**src/source/uart_loader_defines.svh**
```systemverilog
// uart loader constants
`ifndef UART_LOADER_DEFINES_SVH
`define UART_LOADER_DEFINES_SVH

// serial timing
`define BAUD_DIV 16         // clock cycles per bit

// memory size
`define RAM_AW 10           // 1024 words

// host command bytes
`define CMD_WRITE 8'h01
`define CMD_READ  8'h02
`define CMD_RUN   8'h03
`define CMD_HALT  8'h04

// reply bytes
`define RPL_ERR   8'hEE     // unknown command
`define RPL_FAULT 8'hFF     // cpu fault report

`endif

```
**src/source/uart_loader_pkg.sv**
```systemverilog
// uart loader types
`default_nettype none

`include "uart_loader_defines.svh"

package uart_loader_pkg;

typedef logic [7:0]         byte_t;
typedef logic [31:0]        word_t;
typedef logic [31:0]        addr_t;     // host byte address
typedef logic [`RAM_AW-1:0] ram_addr_t; // ram word address

typedef enum logic [1:0] {
    RX_IDLE, RX_START, RX_DATA, RX_STOP
} rx_state_e;

typedef enum logic [1:0] {
    TX_IDLE, TX_START, TX_DATA, TX_STOP
} tx_state_e;

typedef enum logic [2:0] {
    LD_CMD, LD_ADDR, LD_DATA, LD_WRITE, LD_READ, LD_SEND, LD_FAULT
} loader_state_e;

endpackage

`default_nettype wire

```
**src/source/uart_rx.sv**
```systemverilog
// uart serial receiver
`timescale 1ns/1ps
`default_nettype none

`include "uart_loader_defines.svh"

module uart_rx(
    input  logic                   clk_i,
    input  logic                   rst_n_i,

    input  logic                   data_i,
    input  logic                   init_i,
    output logic                   done_o,
    output uart_loader_pkg::byte_t data_o
);

localparam int CW = $clog2(`BAUD_DIV);

uart_loader_pkg::rx_state_e state_q;
uart_loader_pkg::byte_t     shift_q;

logic [2:0]    sync_q;
logic [CW-1:0] cnt_q;
logic [2:0]    bit_q;

logic line;
logic fall;
logic half_end;
logic bit_end;

assign line     = sync_q[1];
assign fall     = sync_q[2] & ~sync_q[1];           // start edge
assign half_end = (cnt_q == CW'(`BAUD_DIV / 2 - 1));
assign bit_end  = (cnt_q == CW'(`BAUD_DIV - 1));

always_ff @(posedge clk_i or negedge rst_n_i) begin
    if (!rst_n_i) begin
        sync_q <= 3'b111;                           // idle line is high
    end else begin
        sync_q <= {sync_q[1:0], data_i};
    end
end

always_ff @(posedge clk_i or negedge rst_n_i) begin
    if (!rst_n_i) begin
        state_q <= uart_loader_pkg::RX_IDLE;
        cnt_q   <= '0;
        bit_q   <= '0;
        done_o  <= 1'b0;
    end else begin
        if (init_i) begin
            done_o <= 1'b0;
        end
        case (state_q)
            uart_loader_pkg::RX_IDLE: begin
                if (fall) begin
                    state_q <= uart_loader_pkg::RX_START;
                    cnt_q   <= '0;
                end
            end
            uart_loader_pkg::RX_START: begin
                if (half_end) begin
                    cnt_q   <= '0;
                    bit_q   <= '0;
                    // a glitch shorter than half a bit is dropped
                    state_q <= line ? uart_loader_pkg::RX_IDLE : uart_loader_pkg::RX_DATA;
                end else begin
                    cnt_q <= cnt_q + CW'(1);
                end
            end
            uart_loader_pkg::RX_DATA: begin
                if (bit_end) begin
                    cnt_q <= '0;
                    bit_q <= bit_q + 3'd1;
                    if (bit_q == 3'd7) begin
                        state_q <= uart_loader_pkg::RX_STOP;
                    end
                end else begin
                    cnt_q <= cnt_q + CW'(1);
                end
            end
            uart_loader_pkg::RX_STOP: begin
                if (bit_end) begin
                    state_q <= uart_loader_pkg::RX_IDLE;
                    if (line) begin
                        done_o <= 1'b1;             // framing error drops the byte
                    end
                end else begin
                    cnt_q <= cnt_q + CW'(1);
                end
            end
            default: state_q <= uart_loader_pkg::RX_IDLE;
        endcase
    end
end

always_ff @(posedge clk_i) begin
    if (state_q == uart_loader_pkg::RX_DATA && bit_end) begin
        shift_q <= {line, shift_q[7:1]};            // lsb first
    end
    if (state_q == uart_loader_pkg::RX_STOP && bit_end && line) begin
        data_o <= shift_q;
    end
end

a_done_no_rise_on_init: assert property (@(posedge clk_i) disable iff (!rst_n_i)
    $rose(done_o) |-> !$past(init_i));

endmodule

`default_nettype wire

```
**config.mk**
```make
export PLATFORM = sky130hd
export DESIGN_NAME = uart_rx
export DESIGN_NICKNAME = d
export VERILOG_FILES = /design/src/source/uart_loader_pkg.sv /design/src/source/uart_rx.sv
export VERILOG_INCLUDE_DIRS = /design/src /design/src/source
export SDC_FILE = /design/constraint.sdc
export NUM_CORES = 1
export LEC_CHECK = 0
export BUFFER_PORTS_ARGS = -buffer_cell sky130_fd_sc_hd__buf_2
export CAP_MARGIN = 20
export CORE_UTILIZATION = 30
export CTS_CLUSTER_SIZE = 10
export DETAILED_ROUTE_END_ITERATION = 8
export RECOVER_POWER = 100
export SLEW_MARGIN = 30
export SYNTH_ARGS = -nofsm -noshare
export SYNTH_HDL_FRONTEND = slang
export SYNTH_SLANG_ARGS = --single-unit
export TNS_END_PERCENT = 5
```
**constraint.sdc**
```tcl
create_clock -name clk_i -period 5.41 [get_ports clk_i]
set_input_delay 0.541 -clock clk_i [delete_from_list [all_inputs] [get_ports clk_i]]
set_output_delay 0.541 -clock clk_i [all_outputs]
set_load 0.03 [all_outputs]
```
Word-level counts from Yosys, hierarchy flattened

Cells that the tools add are included.
W data, S select, Z words.

Flip-flop bits (word level): 29
Word-level logic and storage cells: 50
Output and inout port bits: 9

Reduce and logical (&&, ||, !) cells: 8
Equal/unequal tests: 12
Mux-type cells: 19
$add $sub $neg: 2
Bitwise gates (word level): 2

Operator list:

| cell                  | number |
|---|---|
| $mux W4               | 4 |
| $pmux W4 S4           | 1 |
| $mux W2               | 6 |
| $ne A2 B2 Y1 const B  | 6 |
| $pmux W2 S4           | 1 |
| $mux W3               | 2 |
| $pmux W3 S2           | 1 |
| $reduce_and A5 Y1     | 1 |
| $add A4 B1 Y4 const B | 1 |
| $eq A2 B2 Y1 const B  | 2 |
| $eq A4 B3 Y1 const B  | 1 |
| $eq A4 B4 Y1 const B  | 1 |
| $mux W1               | 4 |
| $add A3 B1 Y3 const B | 1 |
| $eq A3 B3 Y1 const B  | 1 |
| $logic_and A1 B1 Y1   | 3 |
| $reduce_and A3 Y1     | 1 |
| $eq A2 B1 Y1 const B  | 1 |
| $logic_not A2 Y1      | 1 |
| $reduce_and A2 Y1     | 1 |
| $reduce_bool A2 Y1    | 1 |
| $and A1 B1 Y1         | 1 |
| $not A1 Y1            | 1 |

Logic depth before layout (Yosys ltp)

Gate-level depths: netlist (run 1).

Depth in word-level cells: 4
Mapped depth: 5
Depth with buffers taken out: 5

Worst setup path after synthesis (run 1)

OpenSTA, ideal clock, no wires.

Kind: register to register
Start: reg cnt_q[0]
End: reg data_o[0] (enable)
Data required time: 5.024 ns
Path buffers: 0
Cell stages (with the launch flop): 4
Slack: 3.541 ns
Library setup time: 0.386 ns
Arrival time: 1.483 ns
Path through: dfrtp_1 ha_1 nand2_1 nor3_1

Cells in the longest elaborated chain, start to end: 3

RTL lines:

| element                          | line           | source |
|---|---|---|
| from (decl)                      | uart_rx.sv:23  | `logic [CW-1:0] cnt_q;` |
| from (signal assigned)           | uart_rx.sv:68  | `cnt_q <= cnt_q + CW'(1);` |
| from (signal assigned)           | uart_rx.sv:79  | `cnt_q <= cnt_q + CW'(1);` |
| from (signal assigned)           | uart_rx.sv:89  | `cnt_q <= cnt_q + CW'(1);` |
| $eq A4 B4 Y1                     | uart_rx.sv:34  | `` assign bit_end = (cnt_q == CW'(`BAUD_DIV - 1)); `` |
| $logic_and A1 B1 Y1 (2 in a row) | uart_rx.sv:101 | `if (state_q == uart_loader_pkg::RX_STOP && bit_end && line) begin` |
| to (signal assigned)             | uart_rx.sv:102 | `data_o <= shift_q;` |
| to (decl)                        | uart_rx.sv:14  | `output uart_loader_pkg::byte_t data_o` |

No other way between the ends.
A chain may end at the register's enable or synchronous reset.

Final worst setup path (run 1)

Start: reg cnt_q[0]
End: reg data_o[5] (enable)

The elaborated chain is that of the path after synthesis.

==> impl_metrics.json, run 1 <==
{
  "status": "finished clean",
  "synth_xor_area_frac": 0,
  "wl_met3_um": 93,
  "power.density_mw_per_mm2": 465.9,
  "final_common_cell": "edfxtp_1",
  "cp_slowest_cell": "nor3_1",
  "max_stage_delay_ns": 0.96,
  "crit_chain": "ha_1 -> nand2_1 -> nor3_1",
  "tritoncts": "done",
  "grt_pass1_wl_um": 3063,
  "cts_inserted_buffers": 5,
  "antenna_found_initial": 0,
  "gp_congestion": 0.8699,
  "finalMaxSlewViolations": 0,
  "first_global_vias": 703,
  "clkLatencyLatePin_ns": 0.28,
  "worstMarginPinSlew_ns": 1.151,
  "dr.pass1.iters": 4,
  "drive_above_1_share": 0.1188,
  "setup_tns_ns": 0,
  "fmax_mhz": 463.8,
  "crit_type": "reg2reg",
  "drt_iter0_drc": 23,
  "cp_max_fo": 9,
  "grt_max_degree": 15,
  "crit_path_end_kind": "flip-flop",
  "highest_layer": "met4",
  "hold_class": "in2async",
  "cts_setup_buffers": 0,
  "start_kind": "flip-flop",
  "clockBufferDepth": 2,
  "ctsHtreeMaxLevel": 2,
  "synth_top_family_by_area": "compound AO/OA/AOI/OAI gates",
  "syn_area_per_cell_um2": 13.69,
  "yosys.area.top_type": "edfxtp_1",
  "hold_viol": 0,
  "ys_seq_area_frac": 0.7040,
  "synth-simple-area-share": 0.09902,
  "ys_types": 29,
  "routedWlPerCell_um": 11.28,
  "clk_pin_slew_ns": 0.06,
  "synth_compound_area_frac": 0.1208,
  "start_util": 0.3141,
  "dieArea_mm2": 0.004084,
  "cts.sinks": 29,
  "syn-num-nets": 91,
  "ir_worst_vdd_mv": 0.2497,
  "final_nets": 107,
  "power.leakage_nw": 0.5347,
  "synth_fa_ha_area_frac": 0.03264,
  "final_antenna_net_count": 0,
  "drv_cap": 0,
  "rows": 22,
  "setup_viol": 0,
  "clock_skew_ns": 0.007066,
  "stdcell_count": 149,
  "ys_ff_latch": 29,
  "cts_hold_buf": 0,
  "avgViaCountPerCell": 4.577,
  "num_antenna_cells": 0,
  "post-place-cells": 141,
  "wl_met2_um": 751,
  "ys_warn_count": 0,
  "areaGrowthSynthToFinish_pct": 16.76,
  "fp.dieW_um": 63.91,
  "drcViolationCount": 0,
  "port_buffers": 12,
  "grt_usage": 0.09996,
  "yosysTopAreaCellShare": 0.4178,
  "rsz0062_at_grt": "no",
  "final_cell_mix": "16 x edfxtp_1, 11 x clkbuf_1, 10 x dfrtp_1",
  "vias": 682,
  "routed_wl_um": 1680,
  "critPathRequiredTime_ns": 5.30,
  "postCtsResizedCells": 0,
  "cts_root_buf": "clkbuf_8",
  "min_period_ns": 2.156,
  "core_mm2": 0.003661,
  "synthMuxAreaShare": 0.01850,
  "place_hpwl_um": 1172,
  "syn_area_mm2": 0.001150,
  "finalCritPeriodShare": 0.3985,
  "slew-limit-headroom": 0.2267,
  "grt_overflow": 0,
  "netlist_instances": 84,
  "io_pins": 13,
  "critical_path_arrival_ns": 2.05,
  "die_h_um": 63.91,
  "route.layer.met1.wl_um": 798,
  "synth.area.top_cells": "edfxtp_1 42%, dfrtp_1 22%, dfstp_2 6.9%, ha_1 3.3%, a21oi_1 2.6%"
}
worst max-delay path, delay by kind of cell, from the launching register on:
kind | cells | cell delay [ns]
flops | 1 | 0.39
simple gates | 2 | 1.14
fa+ha+maj | 1 | 0.25
cell type report:
type / count / area, um2
repair buffers: 12 / 47.55
multi-input cells: 48 / 304.0
well taps: 48 / 60.06
inverters: 4 / 15.01
flip-flops and latches: 29 / 809.5
clock inverters: 2 / 33.78
clock buffers: 6 / 72.57
fillers: 363 / 2318
cells in the mapped netlist, drive strengths merged:
| cell type | count |
|---|---|
| nor2 | 6 |
| a211oi | 1 |
| nand2 | 6 |
| a31o | 1 |
| mux2i | 1 |
| nand3 | 3 |
| a41oi | 1 |
| a22o | 1 |
| buf | 2 |
| or3b | 1 |
| o211ai | 1 |
| nor3b | 1 |
| o22a | 2 |
| o22ai | 2 |
| ha | 3 |
| edfxtp | 16 |
| mux2 | 1 |
| a21o | 1 |
| and2b | 1 |
| nand4b | 2 |
| dfrtp | 10 |
| nor3 | 1 |
| clkbuf | 1 |
| inv | 4 |
| dfstp | 3 |
| o21ai | 6 |
| a21oi | 6 |
stage by stage:
stage | hold slack, ns | cell area, um2 | total power (W) | util | worst slack (ns)
4_1_cts | 0.1460 | 1368 | 0.0006392 | 0.3735 | 3.566
5_1_grt | 0.3597 | 1343 | 0.0006668 | 0.3667 | 2.998
2_1_floorplan | 0.2454 | 1150 | 0.0003986 | - | 3.541
6_report | 0.2804 | 1343 | 0.0006255 | 0.3667 | 3.254
3_5_place_dp | 0.3509 | 1261 | 0.0004223 | 0.3445 | 3.568
3_3_place_gp | 0.3478 | 1256 | 0.0004187 | 0.3431 | 3.325
flip-flops by register name, summed over array words and instances (netlist names), named ones only:
register and count:
bit_q 3, data_o 8, state_q 1, shift_q 8, sync_q 3, done_o 1, cnt_q 4
report_power, final:
| group | internal [W] | switching, W |
|---|---|---|
| Sequential | 0.000260 | 0.0000416 |
| Combinational | 0.0000552 | 0.0000557 |
| Clock | 0.000136 | 0.0000777 |
per-layer routing:
layer,GRT usage,vias to the layer above
met5,0,-
met4,0.05114,0
met3,0.03214,5
met2,0.1503,18
met1,0.1280,316
li1,-,343
final timing paths:
path,start,to,slack [ns],cells past startpoint
setup / recovery,cnt_q[0],data_o[5],3.25,3
hold / removal,rst_n_i,cnt_q[2],0.28,1
setup reg to reg,cnt_q[0],data_o[5],3.25,3
hold reg to reg,sync_q[0],sync_q[1],0.36,0
max in group asynchronous,rst_n_i,cnt_q[3],4.68,1
min in group clk_i,sync_q[0],sync_q[1],0.36,0
cells by family (layout without fill, tap and decap cells):
| family | Yosys count | after routing |
|---|---|---|
| muxes | 2 | 2 |
| adders and majority gates | 3 | 3 |
| DFF | 29 | 29 |
| AOI/OAI and AO/OA | 22 | 22 |
| buffers and inverters | 7 | 24 |
| and+or+nand+nor | 21 | 21 |
(Power assumes the default switching activity.)
==> run 2: changes to the inputs <==
Clock period 5.41 ns to 2.1 ns, I/O delays scaled along.
==> impl_metrics.json, run 2 (synthesis gave the netlist of run 1 again) <==
{
  "status": "finished clean",
  "critPathRequiredTime_ns": 2.06,
  "largestRegisters": "data_o: 8 flops, shift_q: 8 flops, cnt_q: 4 flops",
  "routedWlPerCell_um": 12.80,
  "clockBufferDepth": 2,
  "hold_class": "in2reg",
  "drt_iter0_drc": 17,
  "vias": 731,
  "io_pins": 13,
  "final_common_cell": "edfxtp_1",
  "crit_chain": "ha_1 -> nand3_1 -> or3b_1 -> inv_1",
  "critical_path_arrival_ns": 1.81,
  "stdcell_count": 152,
  "port_buffers": 12,
  "min_period_ns": 1.849,
  "dr.pass1.iters": 4,
  "clkLatencyLatePin_ns": 0.28,
  "grt_overflow": 0,
  "clock_skew_ns": 0.002616,
  "rows": 22,
  "grt_pass1_wl_um": 3332,
  "cp_max_fo": 9,
  "reg2reg_from": "cnt_q[0]",
  "slew-limit-headroom": 0.5132,
  "rrSetupSlack_ns": 0.25,
  "fmax_mhz": 541.0,
  "drcViolationCount": 0,
  "cts_root_buf": "clkbuf_8",
  "critPathLaunch": "cnt_q[0]",
  "first_global_vias": 724,
  "final_cell_mix": "16 x edfxtp_1, 10 x dfrtp_1, 10 x clkbuf_1",
  "place_hpwl_um": 1306,
  "hold_viol": 0,
  "ir_worst_vdd_mv": 0.5019,
  "finalCritPeriodShare": 0.8803,
  "start_util": 0.3141,
  "avgViaCountPerCell": 4.809,
  "die_h_um": 63.91,
  "crit_path_end_kind": "flip-flop",
  "whs_path_depth": 1,
  "rsz0062_at_grt": "no",
  "cts_inserted_buffers": 5,
  "power.leakage_nw": 0.5396,
  "dieArea_mm2": 0.004084,
  "final_nets": 110,
  "drive_above_1_share": 0.1538,
  "setup_tns_ns": 0,
  "num_antenna_cells": 0,
  "hp-start": "data_i",
  "gp_congestion": 0.7410,
  "final_antenna_net_count": 0,
  "ctsHtreeMaxLevel": 2,
  "finalMaxSlewViolations": 0,
  "postCtsResizedCells": 0,
  "grt_max_degree": 15,
  "areaGrowthSynthToFinish_pct": 17.19,
  "worstReg2RegEnd": "shift_q[5]",
  "min_to": "sync_q[0]",
  "post-place-cells": 143,
  "drv_cap": 0,
  "reg2reg_depth": 4,
  "cts.sinks": 29,
  "clk_pin_slew_ns": 0.06,
  "fp.dieW_um": 63.91,
  "crit_type": "reg2reg",
  "max_stage_delay_ns": 0.43,
  "antenna_found_initial": 0,
  "tritoncts": "done",
  "worstMarginPinSlew_ns": 0.7302,
  "routed_wl_um": 1945,
  "setup_viol": 0,
  "power.density_mw_per_mm2": 1134,
  "start_kind": "flip-flop",
  "grt_usage": 0.1116,
  "core_mm2": 0.003661,
  "cp_slowest_cell": "or3b_1"
}
run 2: cell count changes in the layout (fill, tap and decap cells not counted), sizes merged:
cell,delta
buf,+2
bufinv,-1
clkbuf,-1
clkinv,+1
clkinvlp,+1
dlygate4sd3,+1
run 2: worst max path at each step:
stage	endpoint	slack, ns	depth (start not counted)
floorplan	data_o[0]	0.23	3
global placement	shift_q[7]	0.38	4
detailed placement	shift_q[4]	0.28	4
CTS	shift_q[2]	0.29	4
global route	shift_q[1]	0.1	4
finish	shift_q[5]	0.25	4
run 2: area by class of cell:
class                           instances  area, um2
Clock buffer                            5      68.82
Clock inverter                          3      17.52
Fill cell                             362       2313
Inverter                                4      15.01
Multi-Input combinational cell         48      304.0
Sequential cell                        29      809.5
Tap cell                               48      60.06
Timing Repair Buffer                   15      72.57
run 2: critical path: cells and delay by family (launching register included):
kind / cells / cell delay, ns
flip-flops: 1 / 0.40
buffers and inverters: 1 / 0.28
adder cells (fa/ha/maj): 1 / 0.25
AND/OR/NAND/NOR: 2 / 0.60
run 2: per-layer routing:
metal | part of all wire | up-vias | track usage | wire, um
met2 | 0.47 | 21 | 0.1782 | 905
met1 | 0.45 | 354 | 0.1240 | 877
li1 | - | 350 | - | -
met3 | 0.059 | 6 | 0.04464 | 115
met5 | 0 | - | 0 | 0
met4 | 0.024 | 0 | 0.06818 | 46
run 2: what timing repair did:
| action | 4_1_cts | 5_1_grt |
|---|---|---|
| setup buffers | 0 | 0 |
| endpoints found under the hold margin | 10 | 0 |
| endpoints found under the setup margin | 0 | 0 |
| hold buffers | 1 | 0 |
run 2: through the flow:
stage	area [um2]	hold slack (ns)	setup slack, ns	utilization	power, W
after detailed placement	1271	0.1178	0.2810	0.3472	0.001099
after CTS	1368	0.01459	0.2895	0.3735	0.001546
after global routing	1348	0.01182	0.09682	0.3681	0.001618
after global placement	1271	0.1116	0.3838	0.3472	0.001082
final	1348	0.01974	0.2514	0.3681	0.001528
after floorplan	1150	-0.08559	0.2314	-	0.001027
run 2: where the power goes:
group / internal [W] / switching, W / leakage, nW
Combinational: 0.000150 / 0.000151 / 0.196
Clock: 0.000228 / 0.000217 / 0.0439
Sequential: 0.000669 / 0.000115 / 0.300
