File: src/source/uart_loader_defines.svh
// uart loader constants
`ifndef UART_LOADER_DEFINES_SVH
`define UART_LOADER_DEFINES_SVH

// serial timing
`define BAUD_DIV 16         // clock cycles per bit

// memory size
`define RAM_AW 10           // 1024 words

// host command bytes
`define CMD_WRITE 8'h01
`define CMD_READ  8'h02
`define CMD_RUN   8'h03
`define CMD_HALT  8'h04

// reply bytes
`define RPL_ERR   8'hEE     // unknown command
`define RPL_FAULT 8'hFF     // cpu fault report

`endif

File: src/source/uart_loader_pkg.sv
// uart loader types
`default_nettype none

`include "uart_loader_defines.svh"

package uart_loader_pkg;

typedef logic [7:0]         byte_t;
typedef logic [31:0]        word_t;
typedef logic [31:0]        addr_t;     // host byte address
typedef logic [`RAM_AW-1:0] ram_addr_t; // ram word address

typedef enum logic [1:0] {
    RX_IDLE, RX_START, RX_DATA, RX_STOP
} rx_state_e;

typedef enum logic [1:0] {
    TX_IDLE, TX_START, TX_DATA, TX_STOP
} tx_state_e;

typedef enum logic [2:0] {
    LD_CMD, LD_ADDR, LD_DATA, LD_WRITE, LD_READ, LD_SEND, LD_FAULT
} loader_state_e;

endpackage

`default_nettype wire

File: src/source/uart_tx.sv
// uart serial transmitter
`timescale 1ns/1ps
`default_nettype none

`include "uart_loader_defines.svh"

module uart_tx(
    input  logic                   clk_i,
    input  logic                   rst_n_i,

    input  logic                   init_i,
    input  uart_loader_pkg::byte_t data_i,
    output logic                   done_o,
    output logic                   data_o
);

localparam int CW = $clog2(`BAUD_DIV);

uart_loader_pkg::tx_state_e state_q;
uart_loader_pkg::byte_t     shift_q;

logic [CW-1:0] cnt_q;
logic [2:0]    bit_q;
logic          line_q;
logic          bit_end;

assign bit_end = (cnt_q == CW'(`BAUD_DIV - 1));
assign done_o  = (state_q == uart_loader_pkg::TX_IDLE);
assign data_o  = line_q;

always_ff @(posedge clk_i or negedge rst_n_i) begin
    if (!rst_n_i) begin
        state_q <= uart_loader_pkg::TX_IDLE;
        cnt_q   <= '0;
        bit_q   <= '0;
        line_q  <= 1'b1;
    end else begin
        case (state_q)
            uart_loader_pkg::TX_IDLE: begin
                line_q <= 1'b1;
                if (init_i) begin
                    state_q <= uart_loader_pkg::TX_START;
                    cnt_q   <= '0;
                    line_q  <= 1'b0;                // start bit
                end
            end
            uart_loader_pkg::TX_START: begin
                if (bit_end) begin
                    state_q <= uart_loader_pkg::TX_DATA;
                    cnt_q   <= '0;
                    bit_q   <= '0;
                    line_q  <= shift_q[0];
                end else begin
                    cnt_q <= cnt_q + CW'(1);
                end
            end
            uart_loader_pkg::TX_DATA: begin
                if (bit_end) begin
                    cnt_q <= '0;
                    bit_q <= bit_q + 3'd1;
                    if (bit_q == 3'd7) begin
                        state_q <= uart_loader_pkg::TX_STOP;
                        line_q  <= 1'b1;
                    end else begin
                        line_q <= shift_q[1];       // next bit before the shift
                    end
                end else begin
                    cnt_q <= cnt_q + CW'(1);
                end
            end
            uart_loader_pkg::TX_STOP: begin
                if (bit_end) begin
                    state_q <= uart_loader_pkg::TX_IDLE;
                end else begin
                    cnt_q <= cnt_q + CW'(1);
                end
            end
            default: state_q <= uart_loader_pkg::TX_IDLE;
        endcase
    end
end

always_ff @(posedge clk_i) begin
    if (done_o && init_i) begin
        shift_q <= data_i;
    end else if (state_q == uart_loader_pkg::TX_DATA && bit_end) begin
        shift_q <= shift_q >> 1;
    end
end

a_init_when_idle: assert property (@(posedge clk_i) disable iff (!rst_n_i)
    init_i |-> done_o);

a_idle_line_high: assert property (@(posedge clk_i) disable iff (!rst_n_i)
    done_o |-> data_o);

endmodule

`default_nettype wire

File: config.mk
export PLATFORM = sky130hd
export DESIGN_NAME = uart_tx
export DESIGN_NICKNAME = d
export VERILOG_FILES = /design/src/source/uart_loader_pkg.sv /design/src/source/uart_tx.sv
export VERILOG_INCLUDE_DIRS = /design/src /design/src/source
export SDC_FILE = /design/constraint.sdc
export NUM_CORES = 1
export LEC_CHECK = 0
export ABC_AREA = 1
export ABC_CLOCK_PERIOD_IN_PS = 1550
export BUFFER_PORTS_ARGS = -buffer_cell sky130_fd_sc_hd__buf_2
export CORE_UTILIZATION = 35
export DETAILED_ROUTE_END_ITERATION = 10
export SKIP_CTS_REPAIR_TIMING = 1
export SLEW_MARGIN = 5
export SYNTH_ARGS = -nofsm -noshare
export SYNTH_HDL_FRONTEND = slang
export SYNTH_SLANG_ARGS = --single-unit
File: constraint.sdc
create_clock -name clk_i -period 1.55 [get_ports clk_i]
set_clock_uncertainty 0.05 [all_clocks]
set_input_delay 0.31 -clock clk_i [delete_from_list [all_inputs] [get_ports clk_i]]
set_output_delay 0.31 -clock clk_i [all_outputs]
set_load 0.02 [all_outputs]
## Word level (Yosys, flattened, before mapping)

Index checks and enable logic that the tools add are counted.

| storage, ports and cells | value |
|---|---|
| register bits | 18 |
| latch bits | 0 |
| memory bits (writable) | 0 |
| bits in read-only memories | 0 |
| input bits | 11 |
| word-level logic and storage cells | 49 |
| memories | 0 |

| cells by class | value |
|---|---|
| add/subtract/negate cells | 2 |
| multiply operators | 0 |
| div/mod/pow operators | 0 |
| order comparisons | 0 |
| equal/unequal tests | 11 |
| shifts and indexed selects | 0 |
| multiplexer cells | 20 |
| bitwise gates (word level) | 0 |
| reductions and logical operators | 11 |

Operator list:

| cell | count |
|---|---|
| 2-to-1 mux 8 bit | 2 |
| 2-to-1 mux 4 bit | 3 |
| inequality test 2 bit (second input constant) | 6 |
| case mux 4 bit (3 select lines) | 1 |
| 2-to-1 mux 2 bit | 5 |
| case mux 2 bit (4 select lines) | 1 |
| 2-to-1 mux 3 bit | 2 |
| case mux 3 bit (2 select lines) | 1 |
| AND reduction 3 bit | 2 |
| AND reduction 5 bit | 1 |
| adder 4 x 1 -> 4 bit (second input constant) | 1 |
| == test 2 bit (second input constant) | 2 |
| == test 4 bit (second input constant) | 1 |
| 2-to-1 mux 1 bit | 4 |
| nonzero test 2 bit | 2 |
| adder 3 x 1 -> 3 bit (second input constant) | 1 |
| == test 3 bit (second input constant) | 1 |
| case mux 1 bit (3 select lines) | 1 |
| nonzero test 3 bit | 1 |
| == test 2 x 1 -> 1 bit (second input constant) | 1 |
| logical AND 1 bit | 2 |
| zero test 2 bit | 1 |
| AND reduction 2 bit | 1 |
| OR reduction 2 bit | 1 |

## Depth between registers and ports, before layout

Gate-level depths: netlist of run 1.

| depth | value |
|---|---|
| word-level depth | 4 |
| mapped depth | 8 |
| mapped depth without buffers | 8 |

## Worst setup path before layout of run 1

OpenSTA, ideal clock, no wires.

| timing path | value |
|---|---|
| path type | register -> register |
| start point | register state_q[0] |
| end point | register shift_q[0], enable pin |
| library setup time | 0.329 ns |
| data arrival time | 1.246 ns |
| required time | 1.171 ns |
| path slack | -0.075 ns |
| stages on the path, launching flop included | 5 |
| cell sequence | dfrtp_1 inv_1 ha_1 nand2_2 nand2_1 |

| between the ends | value |
|---|---|
| cells in the longest elaborated chain, start to end | 3 |
| elaborated cells between the ends (all ways) | 5 |

RTL lines:

| element | line | RTL |
|---|---|---|
| start, declared | uart_tx.sv:19 | `uart_loader_pkg::tx_state_e state_q;` |
| start signal, assigned | uart_tx.sv:33 | `state_q <= uart_loader_pkg::TX_IDLE;` |
| start signal, assigned | uart_tx.sv:42 | `state_q <= uart_loader_pkg::TX_START;` |
| start signal, assigned | uart_tx.sv:49 | `state_q <= uart_loader_pkg::TX_DATA;` |
| zero test 2 bit | uart_tx.sv:28 | `assign done_o = (state_q == uart_loader_pkg::TX_IDLE);` |
| named net done_o | uart_tx.sv:13 | `output logic done_o,` |
| logical AND 1 bit | uart_tx.sv:84 | `if (done_o && init_i) begin` |
| nonzero test 2 bit (no line) | -- |  |
| end signal, assigned | uart_tx.sv:85 | `shift_q <= data_i;` |
| end signal, assigned | uart_tx.sv:87 | `shift_q <= shift_q >> 1;` |
| end, declared | uart_tx.sv:20 | `uart_loader_pkg::byte_t shift_q;` |

The timed path passes the listed nets, and every way through them passes these cells.
A chain may end at the register's enable or synchronous reset.

## Final worst setup path of run 1

| timing path | value |
|---|---|
| start point | register state_q[1] |
| end point | output done_o |

| between the ends | value |
|---|---|
| cells in the longest elaborated chain, start to end | 1 |

RTL lines:

| element | line |
|---|---|
| zero test 2 bit | uart_tx.sv:28 |
| end, declared | uart_tx.sv:13 |

Every way passes these cells.

==> results of run 1 <==
[power by group through the flow]
stage | Clock [mW] | Combinational (mW) | Sequential, mW
floorplan | 0 | 0.768 | 0.756
global route | 0.271 | 1.35 | 0.739
CTS | 0.254 | 1.09 | 0.720
detailed placement | 0 | 1.09 | 0.731
finish | 0.242 | 1.19 | 0.724
global placement | 0 | 1.07 | 0.726
[state kept, by name (all words and copies together) (netlist names)]
register  cells
shift_q       8
cnt_q         4
bit_q         3
state_q       2
data_o        1
[critical path, cell delays in order (launching register included)]
cell	delay, ps
dfrtp_1	400
inv_2	100
ha_4	150
buf_6	100
buf_6	100
[placed cells by master (no fill, tap or decap)]
cell type and n:
a21oi_1 1, a21oi_2 1, buf_2 11, buf_4 4
buf_6 2, clkbuf_4 3, clkinv_1 1, dfrtp_1 9
dfstp_2 1, dlygate4sd3_1 1, edfxtp_1 8, ha_1 7
ha_2 1, ha_4 1, inv_1 12, inv_2 5
mux2_2 7, nand2_1 34, nand2_2 5, nand3_1 11
nand3_4 1, nand4_1 1, nor2_1 3, nor2_2 1
o211ai_1 1, o21ai_0 1, o21ai_1 3, o21ai_2 1
[kinds of logic (layout without fill, tap and decap cells)]
group	Yosys count	after routing	synth area share [%]
adders and majority gates	9	9	10.8
muxes	7	7	7.53
AOI/OAI and AO/OA	8	8	4.78
buffers and inverters	17	39	6.09
DFF	18	18	47.0
and+or+nand+nor	56	56	23.9
[metal layers]
layer,part of all wire (%),vias to the layer above,track usage (%)
met5,0,-,0
met4,1.8,0,6.43
met3,2.9,5,2.76
met2,51,12,23.1
met1,44,378,15.9
li1,-,419,-
[through the flow]
step,util [%],hold slack (ps),cells,power [mW],setup TNS (ps)
detailed placement,42.3,143,163,1.82,-238
global route,44.6,251,168,2.36,-17.0
floorplan,-,-35.6,115,1.52,0
finish,44.6,251,168,2.15,0
CTS,43.2,-188,167,2.07,-453
global placement,42.3,142,163,1.79,0
[worst paths after layout]
path	to	slack, ps	cells past startpoint
setup / recovery	done_o	40	4
hold / removal	shift_q[7]$_SDFFCE_PN0P_	250	3
max in group asynchronous	data_o$_DFFE_PN1P_	840	2
setup reg to reg	shift_q[0]$_DFFE_PP_	80	4
hold reg to reg	data_o$_DFFE_PN1P_	420	2
min in group asynchronous	cnt_q[0]$_DFFE_PN0P_	350	2
[area by class of cell]
class                   instances  area, um2
repair buffers                 18        118
clock buffers                   3       22.5
well taps                      31       38.8
multi-input cells              80        512
inverters                      17       63.8
fillers                       279       1560
flip-flops and latches         18        492
clock inverters                 1       3.75
==> impl_metrics.env, run 1 <==
export IMPL_synthToLayoutAreaGrowth_pct=19.4
export IMPL_synth_most_common_cell="nand2_1"
export IMPL_unrepaired_setup_endpoints_after_global_routing="true"
export IMPL_route_vias_total=814
export IMPL_cell_type_contributing_the_most_total_cell_area_after_synthesis="edfxtp_1"
export IMPL_worst_pin_slew_ps=249
export IMPL_crit_type="flop to output pin"
export IMPL_layout_nets=158
export IMPL_worst_vdd_rail_ir_drop_mv=0.608
export IMPL_placed_area_mm2=0.00119
export IMPL_synth_commonest_cells="nand2_1, inv_1, nand3_1"
export IMPL_max_freq_ghz=0.663
export IMPL_cts_reportedPaths_clkPinSlew_ps=100
export IMPL_synthArstFlopShare_pct=55.6
export IMPL_netlist_area_leader_share_pct=22.9
export IMPL_io_pins=13
export IMPL_timing_final_max_slew_violations=0
export IMPL_drt_drc_violations_left=2
export IMPL_final_min_clock_period_ps=1510
export IMPL_synth_nets=135
export IMPL_number_of_global_route_vias_before_repair=780
export IMPL_die_area_mm2=0.00321
export IMPL_power_switching_fraction_pct=40.6
export IMPL_insertedDiodeCount=0
export IMPL_finalSetupViolCount=0
export IMPL_first_pass_iters=7
export IMPL_seq_area_frac_synth_pct=47.0
export IMPL_synth_warnings=0
export IMPL_yosys_cell_types_count=20
export IMPL_start_kind="flop"
export IMPL_combinationalPowerShare_pct=55.1
export IMPL_crit_fanout=3
export IMPL_dominantRegCellSynth="dfrtp_1"
export IMPL_io_buffer_count=12
export IMPL_placeableCoreArea_mm2=0.00281
export IMPL_vias_per_cell=4.85
export IMPL_post_dp_hpwl_um=1470
export IMPL_clock_sinks=18
export IMPL_fp_dieW_um=56.7
export IMPL_final_instance_area_mm2=0.00125
export IMPL_critPathLaunch="state_q[1]$_DFFE_PN0P_"
export IMPL_share_clk_of_total_power_pct=11.3
export IMPL_final_setup_slack_of_the_worst_path_ps=42.7
export IMPL_crit_arrival_ps=1150
export IMPL_drive_above_1_share_pct=32.1
export IMPL_worstPathRequired_ps=1190
export IMPL_tritoncts_num_buffers=3
export IMPL_clock_latency_on_the_worst_skew_pair_ps=300
export IMPL_postSynthAreaPerCell_um2=9.11
export IMPL_grt_max_degree=11
export IMPL_drt_total_wl_um=1970
export IMPL_drtAntennaViolNets=0
export IMPL_timing_critical_path_to_type="output pin"
export IMPL_initial_util_pct=37.3
export IMPL_power_net_switching_uw=873
export IMPL_synth_seq_cells=18
export IMPL_hp_class="input port to flop"
export IMPL_lkg_pwr_nw=0.639
export IMPL_detail_route_iter0_violations=17
export IMPL_grt_overflow_total=0
export IMPL_ctsRootBufferMaster="clkbuf_4"
export IMPL_place_congestion=0.760
export IMPL_die_h_um=56.7
export IMPL_rows=19
export IMPL_route_detailed_wl_per_inst_um=11.7
export IMPL_r2r_start="state_q[0]$_DFFE_PN0P_"
export IMPL_synthesis_instances=115
export IMPL_clock_tree_buffer_depth=2
export IMPL_outcome="complete, but fails checks"
export IMPL_detailedPlace_worstSlack_ps=-29.9
export IMPL_synth_edff_count=8
export IMPL_grt_use_total_pct=13.5
export IMPL_timing_hold_worst_start="data_i[7]"
export IMPL_failing_checks="design-rule violations"
export IMPL_cellPowerDensity_mw_per_mm2=1720
export IMPL_synth_top_cells_by_area="edfxtp_1, dfrtp_1, nand2_1, ha_1, mux2_2"
export IMPL_timing_final_hold_violations=0
export IMPL_share_seq_of_total_power_pct=33.7
export IMPL_wire_length_of_the_first_global_routing_pass_um=3310
export IMPL_synth_area_mm2=0.00105
export IMPL_final_period_utilization_pct=97.2
export IMPL_max_slew_margin_pct=83.4
export IMPL_initial_antenna_violation_count=0
export IMPL_cap_viol_max_count=0
export IMPL_cts_htree_levels=1
export IMPL_intPower_mw=1.28
export IMPL_cts_tree="built"
Power figures use the tool's default switching activity.
==> run 2: changes to the inputs <==
- CORE_MARGIN: unset -> 8
- CORE_UTILIZATION: 35 -> 45
- PLACE_DENSITY: unset -> 0.67
==> run 2 against run 1 <==
The run now ends clean. Clock power about the same. Cell count fell by 1.8%. Highest routed layer unchanged. Largest cell class unchanged. Largest power group unchanged. Global-route usage down 2.7 points. Critical path type unchanged.
==> impl_metrics.env, run 2 (synthesized netlist as in run 1, its figures left out) <==
export IMPL_outcome="finished, final reports clean"
export IMPL_ff2ff_path_depth=8
export IMPL_max_slew_margin_pct=83.1
export IMPL_finalSetupViolCount=0
export IMPL_start_kind="flop"
export IMPL_critical_path_top_delay_family="flip-flops"
export IMPL_intPower_mw=1.26
export IMPL_share_seq_of_total_power_pct=33.6
export IMPL_detail_route_iter0_violations=46
export IMPL_mostFrequentLayoutCells="nand2_1, inv_1, nand3_1, buf_2, dfrtp_1"
export IMPL_number_of_global_route_vias_before_repair=853
export IMPL_cp_buffers_inverters=2
export IMPL_met3_wirelength_um=68
export IMPL_critical_path_cell_count=3
export IMPL_timing_hold_worst_start="data_i[5]"
export IMPL_wl_met1_um=911
export IMPL_power_net_switching_uw=900
export IMPL_initial_util_pct=47.3
export IMPL_cellPowerDensity_mw_per_mm2=1740
export IMPL_utilization_pct=56.2
export IMPL_timing_critical_path_to_type="output pin"
export IMPL_clock_tree_buffer_depth=2
export IMPL_io_buffer_count=12
export IMPL_crit_fanout=3
export IMPL_crit_path_top_delay_cell="dfrtp_1"
export IMPL_post_dp_hpwl_um=1550
export IMPL_fp_dieW_um=64.2
export IMPL_drt_total_wl_um=2080
export IMPL_multi_input_area_um2=517
export IMPL_power_switching_fraction_pct=41.7
export IMPL_cts_tree="built"
export IMPL_route_vias_total=819
export IMPL_maxUsedRoutingLayer="met4"
export IMPL_grt_overflow_total=0
export IMPL_sequential_cell_area_um2=492
export IMPL_largest_regs="shift_q x8, cnt_q x4, bit_q x3"
export IMPL_final_period_utilization_pct=95.6
export IMPL_die_area_mm2=0.00413
export IMPL_crit_arrival_ps=1120
export IMPL_largest_register_ffs=8
export IMPL_worstPathRequired_ps=1190
export IMPL_final_instance_area_mm2=0.00124
export IMPL_hold_end="shift_q[5]$_DFFE_PP_"
export IMPL_share_clk_of_total_power_pct=11.3
export IMPL_layout_filler_cells=214
export IMPL_unrepaired_setup_endpoints_after_global_routing="false"
export IMPL_io_pins=13
export IMPL_placeableCoreArea_mm2=0.00221
export IMPL_layout_nets=158
export IMPL_ctsRootBufferMaster="clkbuf_4"
export IMPL_worst_pin_slew_ps=254
export IMPL_place_congestion=0.794
export IMPL_total_power_mw=2.16
export IMPL_final_min_clock_period_ps=1480
export IMPL_critical_path_max_stage_delay_ps=420
export IMPL_max_freq_ghz=0.675
export IMPL_die_h_um=64.2
export IMPL_crit_type="flop to output pin"
export IMPL_hp_class="input port to flop"
export IMPL_tritoncts_num_buffers=3
export IMPL_insertedDiodeCount=0
export IMPL_timing_final_hold_violations=0
export IMPL_wire_length_of_the_first_global_routing_pass_um=3510
export IMPL_r2r_start="state_q[0]$_DFFE_PN0P_"
export IMPL_timing_final_max_slew_violations=0
export IMPL_grt_use_total_pct=10.8
export IMPL_final_common_cell="nand2_1"
export IMPL_initial_antenna_violation_count=0
export IMPL_clock_sinks=18
export IMPL_met2_wirelength_um=1040
export IMPL_worst_vdd_rail_ir_drop_mv=0.935
export IMPL_drive_above_1_share_pct=32.1
export IMPL_placed_area_mm2=0.00118
export IMPL_clock_latency_on_the_worst_skew_pair_ps=300
export IMPL_cts_htree_levels=1
export IMPL_vias_per_cell=4.96
export IMPL_synthToLayoutAreaGrowth_pct=18.8
export IMPL_first_pass_iters=4
export IMPL_route_detailed_wl_per_inst_um=12.6
export IMPL_cap_viol_max_count=0
export IMPL_ordered_cell_list_for_the_critical_path="inv_2, ha_4, buf_4"
export IMPL_combinationalPowerShare_pct=55.1
export IMPL_regMostFlops="shift_q"
export IMPL_drtAntennaViolNets=0
export IMPL_timing_hold_worst_path_depth=2
export IMPL_reg2reg_slack_ps=110
export IMPL_rows=17
export IMPL_drt_drc_violations_left=0
export IMPL_grt_max_degree=11
export IMPL_timing_rr_end="state_q[0]$_DFFE_PN0P_"
export IMPL_cts_reportedPaths_clkPinSlew_ps=100
export IMPL_lkg_pwr_nw=0.643
-- run 2: cell counts in the layout (fill, tap and decap cells not counted) --
No cell type changed its count.
-- run 2: worst max path at each step --
| stage | from | end | slack, ps |
|---|---|---|---|
| global placement | state_q[1]$_DFFE_PN0P_ | shift_q[4]$_DFFE_PP_ | 40 |
| CTS | state_q[1]$_DFFE_PN0P_ | done_o | -30 |
| floorplan | state_q[0]$_DFFE_PN0P_ | shift_q[0]$_DFFE_PP_ | 20 |
| finish | state_q[1]$_DFFE_PN0P_ | done_o | 70 |
| global route | state_q[1]$_DFFE_PN0P_ | done_o | 6 |
| detailed placement | state_q[1]$_DFFE_PN0P_ | shift_q[7]$_SDFFCE_PN0P_ | -2 |
-- run 2: layout make-up --
type | instances | area share (%)
Clock buffer | 3 | 1.81
Clock inverter | 1 | 0.302
Inverter | 17 | 5.13
Multi-Input combinational cell | 80 | 41.5
Sequential cell | 18 | 39.5
Tap cell | 28 | 2.82
Timing Repair Buffer | 18 | 8.85
-- run 2: power by group through the flow --
stage,combinational [mW],sequential [mW],clock (mW)
CTS,1.09,0.721,0.256
global placement,1.06,0.725,0
global route,1.32,0.742,0.265
finish,1.19,0.724,0.244
floorplan,0.768,0.756,0
detailed placement,1.08,0.731,0
-- run 2: worst register-to-register path: cells and delay by family, from the launching register on --
kind,cells,cell delay [ps]
fa+ha+maj,1,200
buf+inv,2,210
simple gates,4,290
compound gates,1,180
flops,1,400
-- run 2: per-layer routing --
metal	global-route usage [%]	vias up
met4	6.54	0
met5	0	-
met3	2.79	5
met1	11.8	379
met2	18.1	15
li1	-	420
-- run 2: through the flow --
stage	std cells	setup TNS (ps)	hold WS, ps	worst slack [ps]
finish	165	0	254	67.6
floorplan	115	0	-35.6	15.1
detailed placement	160	-16.4	146	-2.14
global placement	160	0	142	41.4
global route	165	0	247	6.24
CTS	164	-192	-197	-31.5
